**config.mk**
```make
export PLATFORM = sky130hd
export DESIGN_NAME = lcd_top
export DESIGN_NICKNAME = d
export VERILOG_FILES = /design/src/logic/lcd_pkg.sv /design/src/logic/lcd_bus_driver.sv /design/src/logic/lcd_screen_reg.sv /design/src/logic/lcd_sequencer.sv /design/src/logic/lcd_text_rom.sv /design/src/logic/lcd_top.sv
export VERILOG_INCLUDE_DIRS = /design/src /design/src/logic
export SDC_FILE = /design/constraint.sdc
export NUM_CORES = 1
export LEC_CHECK = 0
export BUFFER_PORTS_ARGS = -buffer_cell sky130_fd_sc_hd__clkbuf_2
export CAP_MARGIN = 20
export CORE_UTILIZATION = 50
export CTS_CLUSTER_SIZE = 30
export DETAILED_ROUTE_END_ITERATION = 6
export GPL_TIMING_DRIVEN = 0
export PLACE_DENSITY = 0.68
export SYNTH_ARGS = -nofsm -noshare
export SYNTH_HDL_FRONTEND = slang
export SYNTH_SLANG_ARGS = --single-unit
```
**constraint.sdc**
```tcl
create_clock -name resetn -period 3.8 [get_ports resetn]
set_clock_uncertainty 0.1 [all_clocks]
set_input_delay 1.14 -clock resetn [delete_from_list [all_inputs] [get_ports resetn]]
set_output_delay 1.14 -clock resetn [all_outputs]
set_load 0.01 [all_outputs]
```
**src/logic/lcd_params.svh**
```systemverilog
`ifndef LCD_PARAMS_SVH
`define LCD_PARAMS_SVH

// bus and counter widths
`define LCD_DATA_W 8
`define LCD_CNT_W 9
`define LCD_COLS 16

// last count of each phase
`define LCD_T_POWERUP 70
`define LCD_T_SETUP 30
`define LCD_T_LINE 20
`define LCD_T_HOME 400
`define LCD_T_ENTRY 200

// command and character codes
`define LCD_CMD_FUNC 8'h3C
`define LCD_CMD_DISP_ON 8'h0C
`define LCD_CMD_ENTRY 8'h06
`define LCD_CMD_HOME 8'h02
`define LCD_ADDR_LINE1 8'h80
`define LCD_ADDR_LINE2 8'hC0
`define LCD_CHAR_SPACE 8'h20

`endif

```
**src/logic/lcd_pkg.sv**
```systemverilog
`include "lcd_params.svh"

package lcd_pkg;

   // sequencer phases, in the order they run
   typedef enum logic [2:0] {
      ph_powerup    = 3'd0,
      ph_func_set   = 3'd1,
      ph_disp_on    = 3'd2,
      ph_entry_set  = 3'd3,
      ph_line1      = 3'd4,
      ph_line2      = 3'd5,
      ph_home       = 3'd6,
      ph_entry_hold = 3'd7
   } phase_t;

   // code 3 has no screen
   typedef enum logic [1:0] {
      scr_title = 2'd0,
      scr_game  = 2'd1,
      scr_score = 2'd2
   } screen_t;

   // lcd pins
   typedef struct packed {
      logic                   rs;
      logic                   rw;
      logic [`LCD_DATA_W-1:0] data;
   } lcd_bus_t;

   // position of the sequencer
   typedef struct packed {
      phase_t                phase;
      logic [`LCD_CNT_W-1:0] count;
   } lcd_step_t;

endpackage

```
**src/logic/lcd_bus_driver.sv**
```systemverilog
`timescale 1ns/1ps
`include "lcd_params.svh"

module lcd_bus_driver (
   input  logic                   resetn,
   input  logic                   clk,
   input  lcd_pkg::lcd_step_t     step,
   input  logic [`LCD_DATA_W-1:0] char_code,
   output lcd_pkg::lcd_bus_t      lcd
);

   localparam lcd_pkg::lcd_bus_t BUS_IDLE = '{rs: 1'b1, rw: 1'b1, data: '0};

   lcd_pkg::lcd_bus_t bus_nxt;

   always_comb begin
      bus_nxt.rs   = 1'b0; // command write by default
      bus_nxt.rw   = 1'b0;
      bus_nxt.data = '0;
      case (step.phase)
         lcd_pkg::ph_powerup: begin
            bus_nxt = BUS_IDLE;
         end
         lcd_pkg::ph_func_set: begin
            bus_nxt.data = `LCD_CMD_FUNC;
         end
         lcd_pkg::ph_disp_on: begin
            bus_nxt.data = `LCD_CMD_DISP_ON;
         end
         lcd_pkg::ph_entry_set, lcd_pkg::ph_entry_hold: begin
            bus_nxt.data = `LCD_CMD_ENTRY;
         end
         lcd_pkg::ph_home: begin
            bus_nxt.data = `LCD_CMD_HOME;
         end
         default: begin
            if (step.count == '0) begin
               bus_nxt.data = (step.phase == lcd_pkg::ph_line1) ? `LCD_ADDR_LINE1
                                                                 : `LCD_ADDR_LINE2;
            end else begin
               bus_nxt.rs   = 1'b1; // character write
               bus_nxt.data = char_code;
            end
         end
      endcase
   end

   always_ff @(posedge resetn or posedge clk) begin
      if (clk) lcd <= BUS_IDLE;
      else lcd <= bus_nxt;
   end

endmodule

```
**src/logic/lcd_screen_reg.sv**
```systemverilog
`timescale 1ns/1ps
`include "lcd_params.svh"

module lcd_screen_reg (
   input  logic               resetn,
   input  logic               clk,
   input  lcd_pkg::screen_t   screen,
   input  lcd_pkg::lcd_step_t step,
   output lcd_pkg::screen_t   cur_screen
);

   logic frame_start;
   logic screen_valid;

   // last cycle before ph_line1 is entered
   assign frame_start =
      ((step.phase == lcd_pkg::ph_entry_set) &&
       (step.count == `LCD_CNT_W'(`LCD_T_SETUP))) ||
      ((step.phase == lcd_pkg::ph_entry_hold) &&
       (step.count == `LCD_CNT_W'(`LCD_T_ENTRY)));

   assign screen_valid = (screen == lcd_pkg::scr_title) ||
                         (screen == lcd_pkg::scr_game)  ||
                         (screen == lcd_pkg::scr_score);

   always_ff @(posedge resetn or posedge clk) begin
      if (clk) cur_screen <= lcd_pkg::scr_title;
      else if (frame_start && screen_valid) cur_screen <= screen; // code 3 keeps old screen
   end

endmodule

```
**src/logic/lcd_sequencer.sv**
```systemverilog
`timescale 1ns/1ps
`include "lcd_params.svh"

module lcd_sequencer (
   input  logic               resetn,
   input  logic               clk,
   output lcd_pkg::lcd_step_t step
);

   lcd_pkg::phase_t       phase;
   lcd_pkg::phase_t       phase_nxt;
   logic [`LCD_CNT_W-1:0] count;
   logic [`LCD_CNT_W-1:0] last_count;

   // per-phase length and successor
   always_comb begin
      case (phase)
         lcd_pkg::ph_powerup: begin
            last_count = `LCD_CNT_W'(`LCD_T_POWERUP);
            phase_nxt  = lcd_pkg::ph_func_set;
         end
         lcd_pkg::ph_func_set: begin
            last_count = `LCD_CNT_W'(`LCD_T_SETUP);
            phase_nxt  = lcd_pkg::ph_disp_on;
         end
         lcd_pkg::ph_disp_on: begin
            last_count = `LCD_CNT_W'(`LCD_T_SETUP);
            phase_nxt  = lcd_pkg::ph_entry_set;
         end
         lcd_pkg::ph_entry_set: begin
            last_count = `LCD_CNT_W'(`LCD_T_SETUP);
            phase_nxt  = lcd_pkg::ph_line1;
         end
         lcd_pkg::ph_line1: begin
            last_count = `LCD_CNT_W'(`LCD_T_LINE);
            phase_nxt  = lcd_pkg::ph_line2;
         end
         lcd_pkg::ph_line2: begin
            last_count = `LCD_CNT_W'(`LCD_T_LINE);
            phase_nxt  = lcd_pkg::ph_home;
         end
         lcd_pkg::ph_home: begin
            last_count = `LCD_CNT_W'(`LCD_T_HOME);
            phase_nxt  = lcd_pkg::ph_entry_hold;
         end
         default: begin
            last_count = `LCD_CNT_W'(`LCD_T_ENTRY);
            phase_nxt  = lcd_pkg::ph_line1; // frame loops back
         end
      endcase
   end

   always_ff @(posedge resetn or posedge clk) begin
      if (clk) begin
         phase <= lcd_pkg::ph_powerup;
         count <= '0;
      end else if (count == last_count) begin
         phase <= phase_nxt;
         count <= '0;
      end else begin
         count <= count + 1'b1;
      end
   end

   assign step.phase = phase;
   assign step.count = count;

endmodule

```
**src/logic/lcd_text_rom.sv**
```systemverilog
`timescale 1ns/1ps
`include "lcd_params.svh"

module lcd_text_rom (
   input  lcd_pkg::screen_t       cur_screen,
   input  lcd_pkg::lcd_step_t     step,
   output logic [`LCD_DATA_W-1:0] char_code
);

   localparam int COL_W  = $clog2(`LCD_COLS);
   localparam int LINE_W = `LCD_DATA_W * `LCD_COLS;

   // leftmost character sits in the top byte
   localparam logic [LINE_W-1:0] TITLE_L1 = "1.Start Game    ";
   localparam logic [LINE_W-1:0] TITLE_L2 = "2.LastGame Score";
   localparam logic [LINE_W-1:0] GAME_L1  = "1.music12.music2";
   localparam logic [LINE_W-1:0] GAME_L2  = "3.music3        ";
   localparam logic [LINE_W-1:0] SCORE_L1 = " Last Game Score";
   localparam logic [LINE_W-1:0] SCORE_L2 = "                ";

   logic              line1_sel;
   logic              in_text;
   logic [COL_W-1:0]  col;
   logic [COL_W-1:0]  rev_col;
   logic [LINE_W-1:0] line_text;

   assign line1_sel = (step.phase == lcd_pkg::ph_line1); // else line 2
   assign in_text   = (step.count != '0) &&
                      (step.count <= `LCD_CNT_W'(`LCD_COLS));

   // count 1 is column 0
   assign col     = step.count[COL_W-1:0] - 1'b1;
   assign rev_col = COL_W'(`LCD_COLS - 1) - col;

   always_comb begin
      case (cur_screen)
         lcd_pkg::scr_game: begin
            line_text = line1_sel ? GAME_L1 : GAME_L2;
         end
         lcd_pkg::scr_score: begin
            line_text = line1_sel ? SCORE_L1 : SCORE_L2;
         end
         default: begin
            line_text = line1_sel ? TITLE_L1 : TITLE_L2;
         end
      endcase
   end

   // trailing columns pad with spaces
   assign char_code = in_text ? line_text[rev_col*`LCD_DATA_W +: `LCD_DATA_W]
                              : `LCD_CHAR_SPACE;

endmodule

```
**src/logic/lcd_top.sv**
```systemverilog
`timescale 1ns/1ps
`include "lcd_params.svh"

module lcd_top (
   input  logic              resetn,
   input  logic              clk,
   input  lcd_pkg::screen_t  screen,
   output lcd_pkg::lcd_bus_t lcd,
   output logic              lcd_e
);

   lcd_pkg::lcd_step_t     step;
   lcd_pkg::screen_t       cur_screen;
   logic [`LCD_DATA_W-1:0] char_code;

   lcd_sequencer i_sequencer (
      .resetn (resetn),
      .clk    (clk),
      .step   (step)
   );

   lcd_screen_reg i_screen_reg (
      .resetn     (resetn),
      .clk        (clk),
      .screen     (screen),
      .step       (step),
      .cur_screen (cur_screen)
   );

   lcd_text_rom i_text_rom (
      .cur_screen (cur_screen),
      .step       (step),
      .char_code  (char_code)
   );

   lcd_bus_driver i_bus_driver (
      .resetn    (resetn),
      .clk       (clk),
      .step      (step),
      .char_code (char_code),
      .lcd       (lcd)
   );

   assign lcd_e = resetn; // enable follows the clock

endmodule

```
==> flow_metrics.py, run 1 <==
metrics = {
    "floorplanning": {
        "rows": 24,
        "die_w_um": 71.19,
        "core-area_um2": 4474,
        "die_height_um": 71.19,
        "ios": 15,
        "initial_utilization_pct": 53.50,
        "fp.dieArea_um2": 5068,
    },
    "worst_setup_path": {
        "crit_type": "clk -> out",
        "cp_common_cell": "clkbuf_8",
        "cp-end-kind": "primary output",
        "start_kind": "clock port",
        "worst-endpoint-arrival_ps": 2350,
        "crit_required_ps": 2560,
        "path_cells": "clkbuf_8, clkbuf_8, buf_4, clkbuf_2",
        "critPathSlowestCell": "clkbuf_8",
        "cp_max_fo": 2,
        "max_stage_delay_ps": 120,
    },
    "power_and_ir_drop": {
        "pwr-share-seq_pct": 39.0,
        "finalPower_uw": 660.8,
        "combPwrFrac_pct": 9.0,
        "power.leakage_nw": 1.096,
        "ir_drop_mv": 0.1405,
        "clockPowerShare_pct": 51.9,
        "p_per_area_nw_per_um2": 250.2,
        "switching_share_pct": 23.73,
        "p_int_uw": 504.0,
        "p_switching_uw": 156.8,
    },
    "timing": {
        "worstMarginPinSlew_ps": 915.0,
        "slew_violations": 0,
        "finalHoldViolations": 0,
        "setup_viol": 0,
        "rsz0062_at_grt": "no",
        "tns_ps": 0,
        "slew_headroom_pct": 38.93,
        "setup_slack_ps": 208.0,
        "timing.hold.ws_ps": 438.9,
    },
    "finish": {
        "drive_gt1_share_pct": 19.87,
        "final_nets": 320,
        "area_growth_pct": 10.35,
        "n_antenna_cell": 0,
    },
    "synthesis": {
        "synth-simple-area-share_pct": 19.97,
        "avgSynthCellArea_um2": 8.518,
        "synth-edff-count": 0,
        "synthTopCellsByArea": "dfrtp_1, ha_1, nor2_1",
        "ys_seq_area_share_pct": 25.20,
        "synth_fa_ha_area_share_pct": 7.423,
        "yosys_warnings": 0,
        "synthArstFlopShare_pct": 100.0,
        "ys_top_cells_by_count": "nor2_1, dfrtp_1, o21ai_0",
        "synthXorXnorAreaFrac_pct": 5.436,
        "synthFlopType": "dfrtp_1",
        "yosysUniqueCellTypes": 76,
        "synth-seq-cells": 24,
        "synthMuxAreaShare_pct": 2.771,
        "yosysMostFrequentCell": "nor2_1",
        "syn-cell-area_um2": 2394,
        "yosysTopAreaCellShare_pct": 23.00,
        "synth_top_area_cell": "dfrtp_1",
        "syn-num-nets": 298,
        "synth-compound-area-share_pct": 29.38,
        "syn_inst": 281,
        "synth_top_family_by_area": "compound AO/OA/AOI/OAI gates",
    },
    "place": {
        "gp_congestion": 0.9481,
        "dp_hpwl_mm": 4.696,
        "dpl_worst_slack_ps": 444.7,
        "port_buffers": 14,
    },
    "outcome": {
        "status": "finished with violations",
        "violations": "DRC",
    },
    "cts": {
        "cts_tree": "built",
        "clkLatencyLatePin_ps": 380,
        "cts_setup_buffers": 0,
        "cts_resized": 0,
        "clk_pin_slew_ps": 90,
        "hold_buffers": 0,
    },
    "grt": {
        "antenna_found_initial": 0,
        "grt_max_degree": 25,
        "grt_usage_pct": 27.80,
        "grt-ovfl-total": 0,
        "grt_pass1_wl_mm": 10.96,
        "grt_pass1_vias": 2239,
    },
    "drt": {
        "num_vias": 2412,
        "drtPass1Iterations": 7,
        "postRouteAntennaNets": 0,
        "initialDrtViolationCount": 458,
        "drt_wl_total_mm": 6.636,
        "drc": 2,
        "wl_per_cell_um": 18.75,
        "avgViaCountPerCell": 6.814,
    },
    "min_path": {
        "hold_path.class": "reg -> reg",
    },
    "run": {
        "maxCapViolations": 0,
    },
}
power by group through the flow:
stage | clock network (mW) | registers [mW] | logic [mW]
4_1_cts | 0.348 | 0.258 | 0.0581
3_5_place_dp | 0.0305 | 0.263 | 0.0575
5_1_grt | 0.362 | 0.258 | 0.0655
2_1_floorplan | 0.0217 | 0.263 | 0.0421
6_report | 0.343 | 0.258 | 0.0596
3_3_place_gp | 0.0305 | 0.263 | 0.0576
cell usage in the layout, fill, tap and decap left out, types with 9 or more instances in the layout:
| cell type | count |
|---|---|
| a21oi_1 | 9 |
| clkbuf_1 | 9 |
| clkbuf_2 | 15 |
| clkbuf_8 | 10 |
| dfrtp_1 | 22 |
| ha_1 | 11 |
| inv_1 | 14 |
| nand2_1 | 10 |
| nand3_1 | 10 |
| nor2_1 | 29 |
| o21ai_0 | 16 |
path summary, 6_finish.rpt:
check / from / endpoint / slack, ps / depth (start not counted)
min in group asynchronous: clk / i_sequencer.count[2]$_DFF_PP0_ / 830 / 2
max in group asynchronous: clk / i_sequencer.phase[2]$_DFFE_PP0N_ / 2220 / 2
worst max-delay path: resetn / lcd_e / 210 / 4
worst min-delay path: i_screen_reg.cur_screen[0]$_DFFE_PP0P_ / i_screen_reg.cur_screen[0]$_DFFE_PP0P_ / 440 / 1
worst min register to register: i_screen_reg.cur_screen[0]$_DFFE_PP0P_ / i_screen_reg.cur_screen[0]$_DFFE_PP0P_ / 440 / 1
worst max register to register: i_sequencer.count[0]$_DFF_PP0_ / i_bus_driver.lcd[5]$_DFF_PP0_ / 450 / 11
cells by family (layout without fill, tap and decap cells):
group	Yosys count	after routing
AOI/OAI and AO/OA	94	94
xor gates and xnor gates	14	14
adders and majority gates	13	13
buffers and inverters	42	63
DFF	24	24
muxes	5	5
and+or+nand+nor	89	89
final cells by class:
type                       instances  area (um^2)
clock inverter                     1        30.03
buffer                            28        182.7
fill                             405         1833
timing repair buffer              13        65.06
inverter                          14        52.55
clock buffer                       7        87.58
multi-input combinational        215         1555
tap                               52        65.06
sequential                        24        603.1
registers in the layout, summed over array words and instances, names as in the netlist:
register	count
i_sequencer.phase	3
i_sequencer.count	9
i_screen_reg.cur_screen	2
i_bus_driver.lcd	10
per-layer routing:
metal	vias up	wire, um	GRT usage, %
li1	1093	-	-
met1	1127	2817	38.59
met2	162	2935	40.95
met3	30	683	7.550
met4	0	200	11.11
met5	-	0	0
critical path, delay by kind of cell:
family   cells  cell delay [ps]
buf+inv      4              450
metrics by stage:
| stage | area [um^2] | utilization (%) | std cells |
|---|---|---|---|
| after floorplan | 2394 | - | 281 |
| after global placement | 2529 | 56.52 | 347 |
| after detailed placement | 2529 | 56.52 | 347 |
| after CTS | 2641 | 59.03 | 354 |
| after global routing | 2641 | 59.03 | 354 |
| final | 2641 | 59.03 | 354 |
No activity file was read; power rests on OpenSTA's default activity.
==> run 2: changes to the inputs <==
--- a/config.mk
+++ b/config.mk
@@ -8,11 +8,12 @@
 export LEC_CHECK = 0
 export BUFFER_PORTS_ARGS = -buffer_cell sky130_fd_sc_hd__clkbuf_2
 export CAP_MARGIN = 20
-export CORE_UTILIZATION = 50
+export CORE_UTILIZATION = 62
 export CTS_CLUSTER_SIZE = 30
 export DETAILED_ROUTE_END_ITERATION = 6
 export GPL_TIMING_DRIVEN = 0
-export PLACE_DENSITY = 0.68
+export MAX_ROUTING_LAYER = met4
+export PLACE_DENSITY = 0.81
 export SYNTH_ARGS = -nofsm -noshare
 export SYNTH_HDL_FRONTEND = slang
 export SYNTH_SLANG_ARGS = --single-unit
==> run 2 against run 1 <==
  * The run now ends clean
  * Core utilization increased by 12 points
  * Via count about the same
  * Worst setup slack improved by 2.1 ps
  * Design area decreased by 0.19%
  * First-iteration DRC count decreased by 29%
  * Sequential share of layout area about the same
==> flow_metrics.py, run 2 (synthesis gave the netlist of run 1 again) <==
metrics = {
    "drt": {
        "avgViaCountPerCell": 6.886,
        "drt_wl_total_mm": 6.573,
        "drtPass1Iterations": 5,
        "postRouteAntennaNets": 0,
        "initialDrtViolationCount": 325,
        "wl_per_cell_um": 18.78,
        "drc": 0,
        "num_vias": 2410,
    },
    "cts": {
        "hold_buffers": 0,
        "cts_tree": "built",
        "clk_pin_slew_ps": 90,
        "cts_setup_buffers": 0,
        "cts_resized": 0,
        "clkLatencyLatePin_ps": 380,
    },
    "worst_setup_path": {
        "start_kind": "clock port",
        "crit_required_ps": 2560,
        "crit_type": "clk -> out",
        "cp-end-kind": "primary output",
        "worst-endpoint-arrival_ps": 2350,
        "cp_max_fo": 2,
        "r2r_setup_slack_ps": 470,
    },
    "finish": {
        "largest_reg_flops": 10,
        "fillers": 304,
        "drive_gt1_share_pct": 19.87,
        "layout_commonest_cell": "nor2_1",
        "n_antenna_cell": 0,
        "layout_common_cells": "nor2_1, dfrtp_1, o21ai_0",
        "top_register": "i_bus_driver.lcd",
        "seqCellArea_um2": 603.1,
        "top_regs": "i_bus_driver.lcd x10, i_sequencer.count x9, i_sequencer.phase x3",
        "area_growth_pct": 10.14,
        "final_nets": 320,
        "multi_input_area_um2": 1555,
    },
    "timing": {
        "slew_violations": 0,
        "finalHoldViolations": 0,
        "setup_viol": 0,
        "rsz0062_at_grt": "no",
        "worstMarginPinSlew_ps": 923.4,
        "tns_ps": 0,
        "slew_headroom_pct": 38.37,
    },
    "floorplanning": {
        "core-area_um2": 3689,
        "initial_utilization_pct": 64.89,
        "rows": 22,
        "ios": 15,
        "die_w_um": 64.14,
        "die_height_um": 64.14,
        "fp.dieArea_um2": 4113,
    },
    "grt": {
        "antenna_found_initial": 0,
        "grt_max_degree": 25,
        "grt-ovfl-total": 0,
        "grt_pass1_wl_mm": 11.10,
        "grt_pass1_vias": 2229,
        "grt_usage_pct": 36.02,
    },
    "min_path": {
        "hold_path.class": "reg -> reg",
    },
    "place": {
        "dp_hpwl_mm": 4.661,
        "port_buffers": 14,
        "gp_congestion": 1.002,
    },
    "run": {
        "maxCapViolations": 0,
    },
    "power_and_ir_drop": {
        "power.leakage_nw": 1.096,
        "ir_drop_mv": 0.1250,
        "p_per_area_nw_per_um2": 249.8,
        "finalPower_uw": 658.5,
    },
    "outcome": {
        "status": "finished, final reports clean",
    },
}
## run 2: metrics by stage
step	worst slack, ps	util, %	area, um^2	hold WS (ps)	instances
floorplan	540.9	-	2394	389.0	281
global placement	444.7	68.42	2524	417.1	343
detailed placement	444.7	68.42	2524	413.4	343
CTS	204.2	71.47	2636	435.4	350
global route	190.7	71.47	2636	479.4	350
finish	210.1	71.47	2636	433.8	350
## run 2: routing by layer
metal	routed length, um	track usage, %
met4	174	11.39
met1	2729	49.10
met2	2965	52.13
met5	0	-
met3	703	9.464
## run 2: where the power goes
| group | internal (mW) | switching (mW) | total, mW |
|---|---|---|---|
| combinational | 0.0200 | 0.0395 | 0.0594 |
| sequential | 0.256 | 0.00160 | 0.258 |
| clock | 0.227 | 0.114 | 0.341 |
| total | 0.504 | 0.155 | 0.658 |
## run 2: final timing paths
path	from	to	cells past startpoint
min in group asynchronous	clk	i_bus_driver.lcd[0]$_DFF_PP0_	2
worst min register to register	i_screen_reg.cur_screen[0]$_DFFE_PP0P_	i_screen_reg.cur_screen[0]$_DFFE_PP0P_	1
worst min-delay path	i_screen_reg.cur_screen[0]$_DFFE_PP0P_	i_screen_reg.cur_screen[0]$_DFFE_PP0P_	1
worst max-delay path	resetn	lcd_e	4
worst max register to register	i_sequencer.count[0]$_DFF_PP0_	i_bus_driver.lcd[5]$_DFF_PP0_	11
max in group asynchronous	clk	i_sequencer.phase[0]$_DFFE_PP0N_	2
## run 2: cell type report
type,instances,area share [%]
Inverter,14,1.993
Clock buffer,7,3.322
Multi-Input combinational cell,215,58.99
Buffer,28,6.929
Tap cell,48,2.278
Timing Repair Buffer,13,2.468
Clock inverter,1,1.139
Sequential cell,24,22.88
## run 2: worst max-delay path, cell delays in order
cell and delay, ps:
clkbuf_8 110, clkbuf_8 110, buf_4 110, clkbuf_2 110
==> run 3: changes to the inputs <==
--- a/config.mk
+++ b/config.mk
@@ -8,6 +8,7 @@
 export LEC_CHECK = 0
 export BUFFER_PORTS_ARGS = -buffer_cell sky130_fd_sc_hd__clkbuf_2
 export CAP_MARGIN = 20
+export CORE_ASPECT_RATIO = 2
 export CORE_UTILIZATION = 62
 export CTS_CLUSTER_SIZE = 30
 export DETAILED_ROUTE_END_ITERATION = 6
==> run 3 against run 2 <==
  * Flip-flop and latch count unchanged
  * Register-to-register slack lost 110 ps
  * Clock power rose by 2%
  * Cell count is 0.29% higher
  * First-iteration DRC count down 51%
  * Count of clock-buffer cells in the layout unchanged
  * Wire length up 16%
  * Sequential share of layout area about the same
  * Critical endpoint unchanged
  * Largest cell class unchanged
  * Highest routed layer unchanged
==> flow_metrics.py, run 3 (synthesis gave the netlist of run 1 again) <==
metrics = {
    "finish": {
        "area_growth_pct": 10.19,
        "n_antenna_cell": 0,
        "final_nets": 320,
        "layout_commonest_cell": "nor2_1",
        "fillers": 307,
        "drive_gt1_share_pct": 19.87,
        "top_register": "i_bus_driver.lcd",
        "largest_reg_flops": 10,
        "top_regs": "i_bus_driver.lcd x10, i_sequencer.count x9, i_sequencer.phase x3",
        "fin_util_pct": 72.34,
        "layout_common_cells": "nor2_1, dfrtp_1, o21ai_0",
    },
    "grt": {
        "grt_pass1_wl_mm": 12.53,
        "grt_max_degree": 25,
        "grt-ovfl-total": 0,
        "antenna_found_initial": 0,
        "grt_pass1_vias": 2567,
        "grt_usage_pct": 40.86,
    },
    "drt": {
        "avgViaCountPerCell": 7.074,
        "drt_wl_total_mm": 7.597,
        "postRouteAntennaNets": 0,
        "drc": 0,
        "num_vias": 2483,
        "initialDrtViolationCount": 160,
        "drtPass1Iterations": 5,
        "wl_per_cell_um": 21.64,
    },
    "place": {
        "port_buffers": 14,
        "dpl_worst_slack_ps": 444.7,
        "gp_congestion": 1.006,
        "dp_hpwl_mm": 5.606,
    },
    "timing": {
        "worstMarginPinSlew_ps": 891.4,
        "slew_violations": 0,
        "tns_ps": 0,
        "setup_viol": 0,
        "rsz0062_at_grt": "no",
        "finalHoldViolations": 0,
        "setup_slack_ps": 190.5,
        "slew_headroom_pct": 40.12,
    },
    "outcome": {
        "status": "finished, final reports clean",
    },
    "worst_setup_path": {
        "cp_max_fo": 2,
        "worst-endpoint-arrival_ps": 2370,
        "cp-end-kind": "primary output",
        "start_kind": "clock port",
        "crit_required_ps": 2560,
        "crit_type": "clk -> out",
    },
    "power_and_ir_drop": {
        "p_per_area_nw_per_um2": 252.5,
        "clockPowerShare_pct": 52.1,
        "p_switching_uw": 161.5,
        "p_int_uw": 504.5,
        "power.leakage_nw": 1.096,
        "ir_drop_mv": 0.3333,
        "finalPower_uw": 666.0,
        "combPwrFrac_pct": 9.2,
        "pwr-share-seq_pct": 38.7,
        "switching_share_pct": 24.26,
    },
    "floorplanning": {
        "core-area_um2": 3646,
        "initial_utilization_pct": 65.65,
        "die_w_um": 45.94,
        "rows": 31,
        "die_height_um": 89.87,
        "fp.dieArea_um2": 4128,
        "ios": 15,
    },
    "cts": {
        "hold_buffers": 0,
        "cts_setup_buffers": 0,
        "cts_tree": "built",
        "clkLatencyLatePin_ps": 380,
        "clk_pin_slew_ps": 90,
        "cts_resized": 0,
    },
    "run": {
        "maxCapViolations": 0,
    },
    "min_path": {
        "hold_path.class": "reg -> reg",
    },
}
## run 3: through the flow
step	hold WS (ps)	area, um^2	std cells
after CTS	447.9	2638	351
after floorplan	389.0	2394	281
final	445.5	2638	351
after global placement	407.2	2525	344
after global routing	479.7	2638	351
after detailed placement	427.7	2525	344
## run 3: final timing paths
check                                                  startpoint                                endpoint  slack, ps  cells past startpoint
min in group asynchronous                                     clk          i_sequencer.count[1]$_DFF_PP0_        820                      2
min reg2reg                i_screen_reg.cur_screen[0]$_DFFE_PP0P_  i_screen_reg.cur_screen[0]$_DFFE_PP0P_        450                      1
max                                                        resetn                                   lcd_e        190                      4
max in group asynchronous                                     clk           i_bus_driver.lcd[0]$_DFF_PP0_       2230                      2
max reg2reg                        i_sequencer.count[0]$_DFF_PP0_           i_bus_driver.lcd[3]$_DFF_PP0_        360                     10
min                        i_screen_reg.cur_screen[0]$_DFFE_PP0P_  i_screen_reg.cur_screen[0]$_DFFE_PP0P_        450                      1
## run 3: cell type report
class / instances / area (um^2) / share of cell area, %
timing repair buffer: 13 / 65.06 / 2.467
clock inverter: 1 / 30.03 / 1.139
buffer: 28 / 182.7 / 6.926
clock buffer: 7 / 87.58 / 3.321
multi-input combinational: 215 / 1555 / 58.97
tap: 49 / 61.31 / 2.324
inverter: 14 / 52.55 / 1.992
sequential: 24 / 603.1 / 22.87
## run 3: worst max-delay path, stage by stage
cell and delay [ps]:
clkbuf_8 110, clkbuf_8 120, buf_4 120, clkbuf_2 120
## run 3: power groups by stage
| stage | Clock [mW] | Sequential, mW | Combinational [mW] |
|---|---|---|---|
| floorplan | 0.0217 | 0.263 | 0.0421 |
| global placement | 0.0305 | 0.263 | 0.0595 |
| detailed placement | 0.0305 | 0.263 | 0.0594 |
| CTS | 0.348 | 0.258 | 0.0596 |
| global route | 0.365 | 0.258 | 0.0678 |
| finish | 0.347 | 0.258 | 0.0612 |
## run 3: layer usage
metal,vias to the layer above,track usage (%),wire length (um)
met1,1151,43.23,2508
li1,1098,-,-
met4,0,21.81,473
met3,53,10.04,593
met5,-,-,0
met2,181,65.85,4020
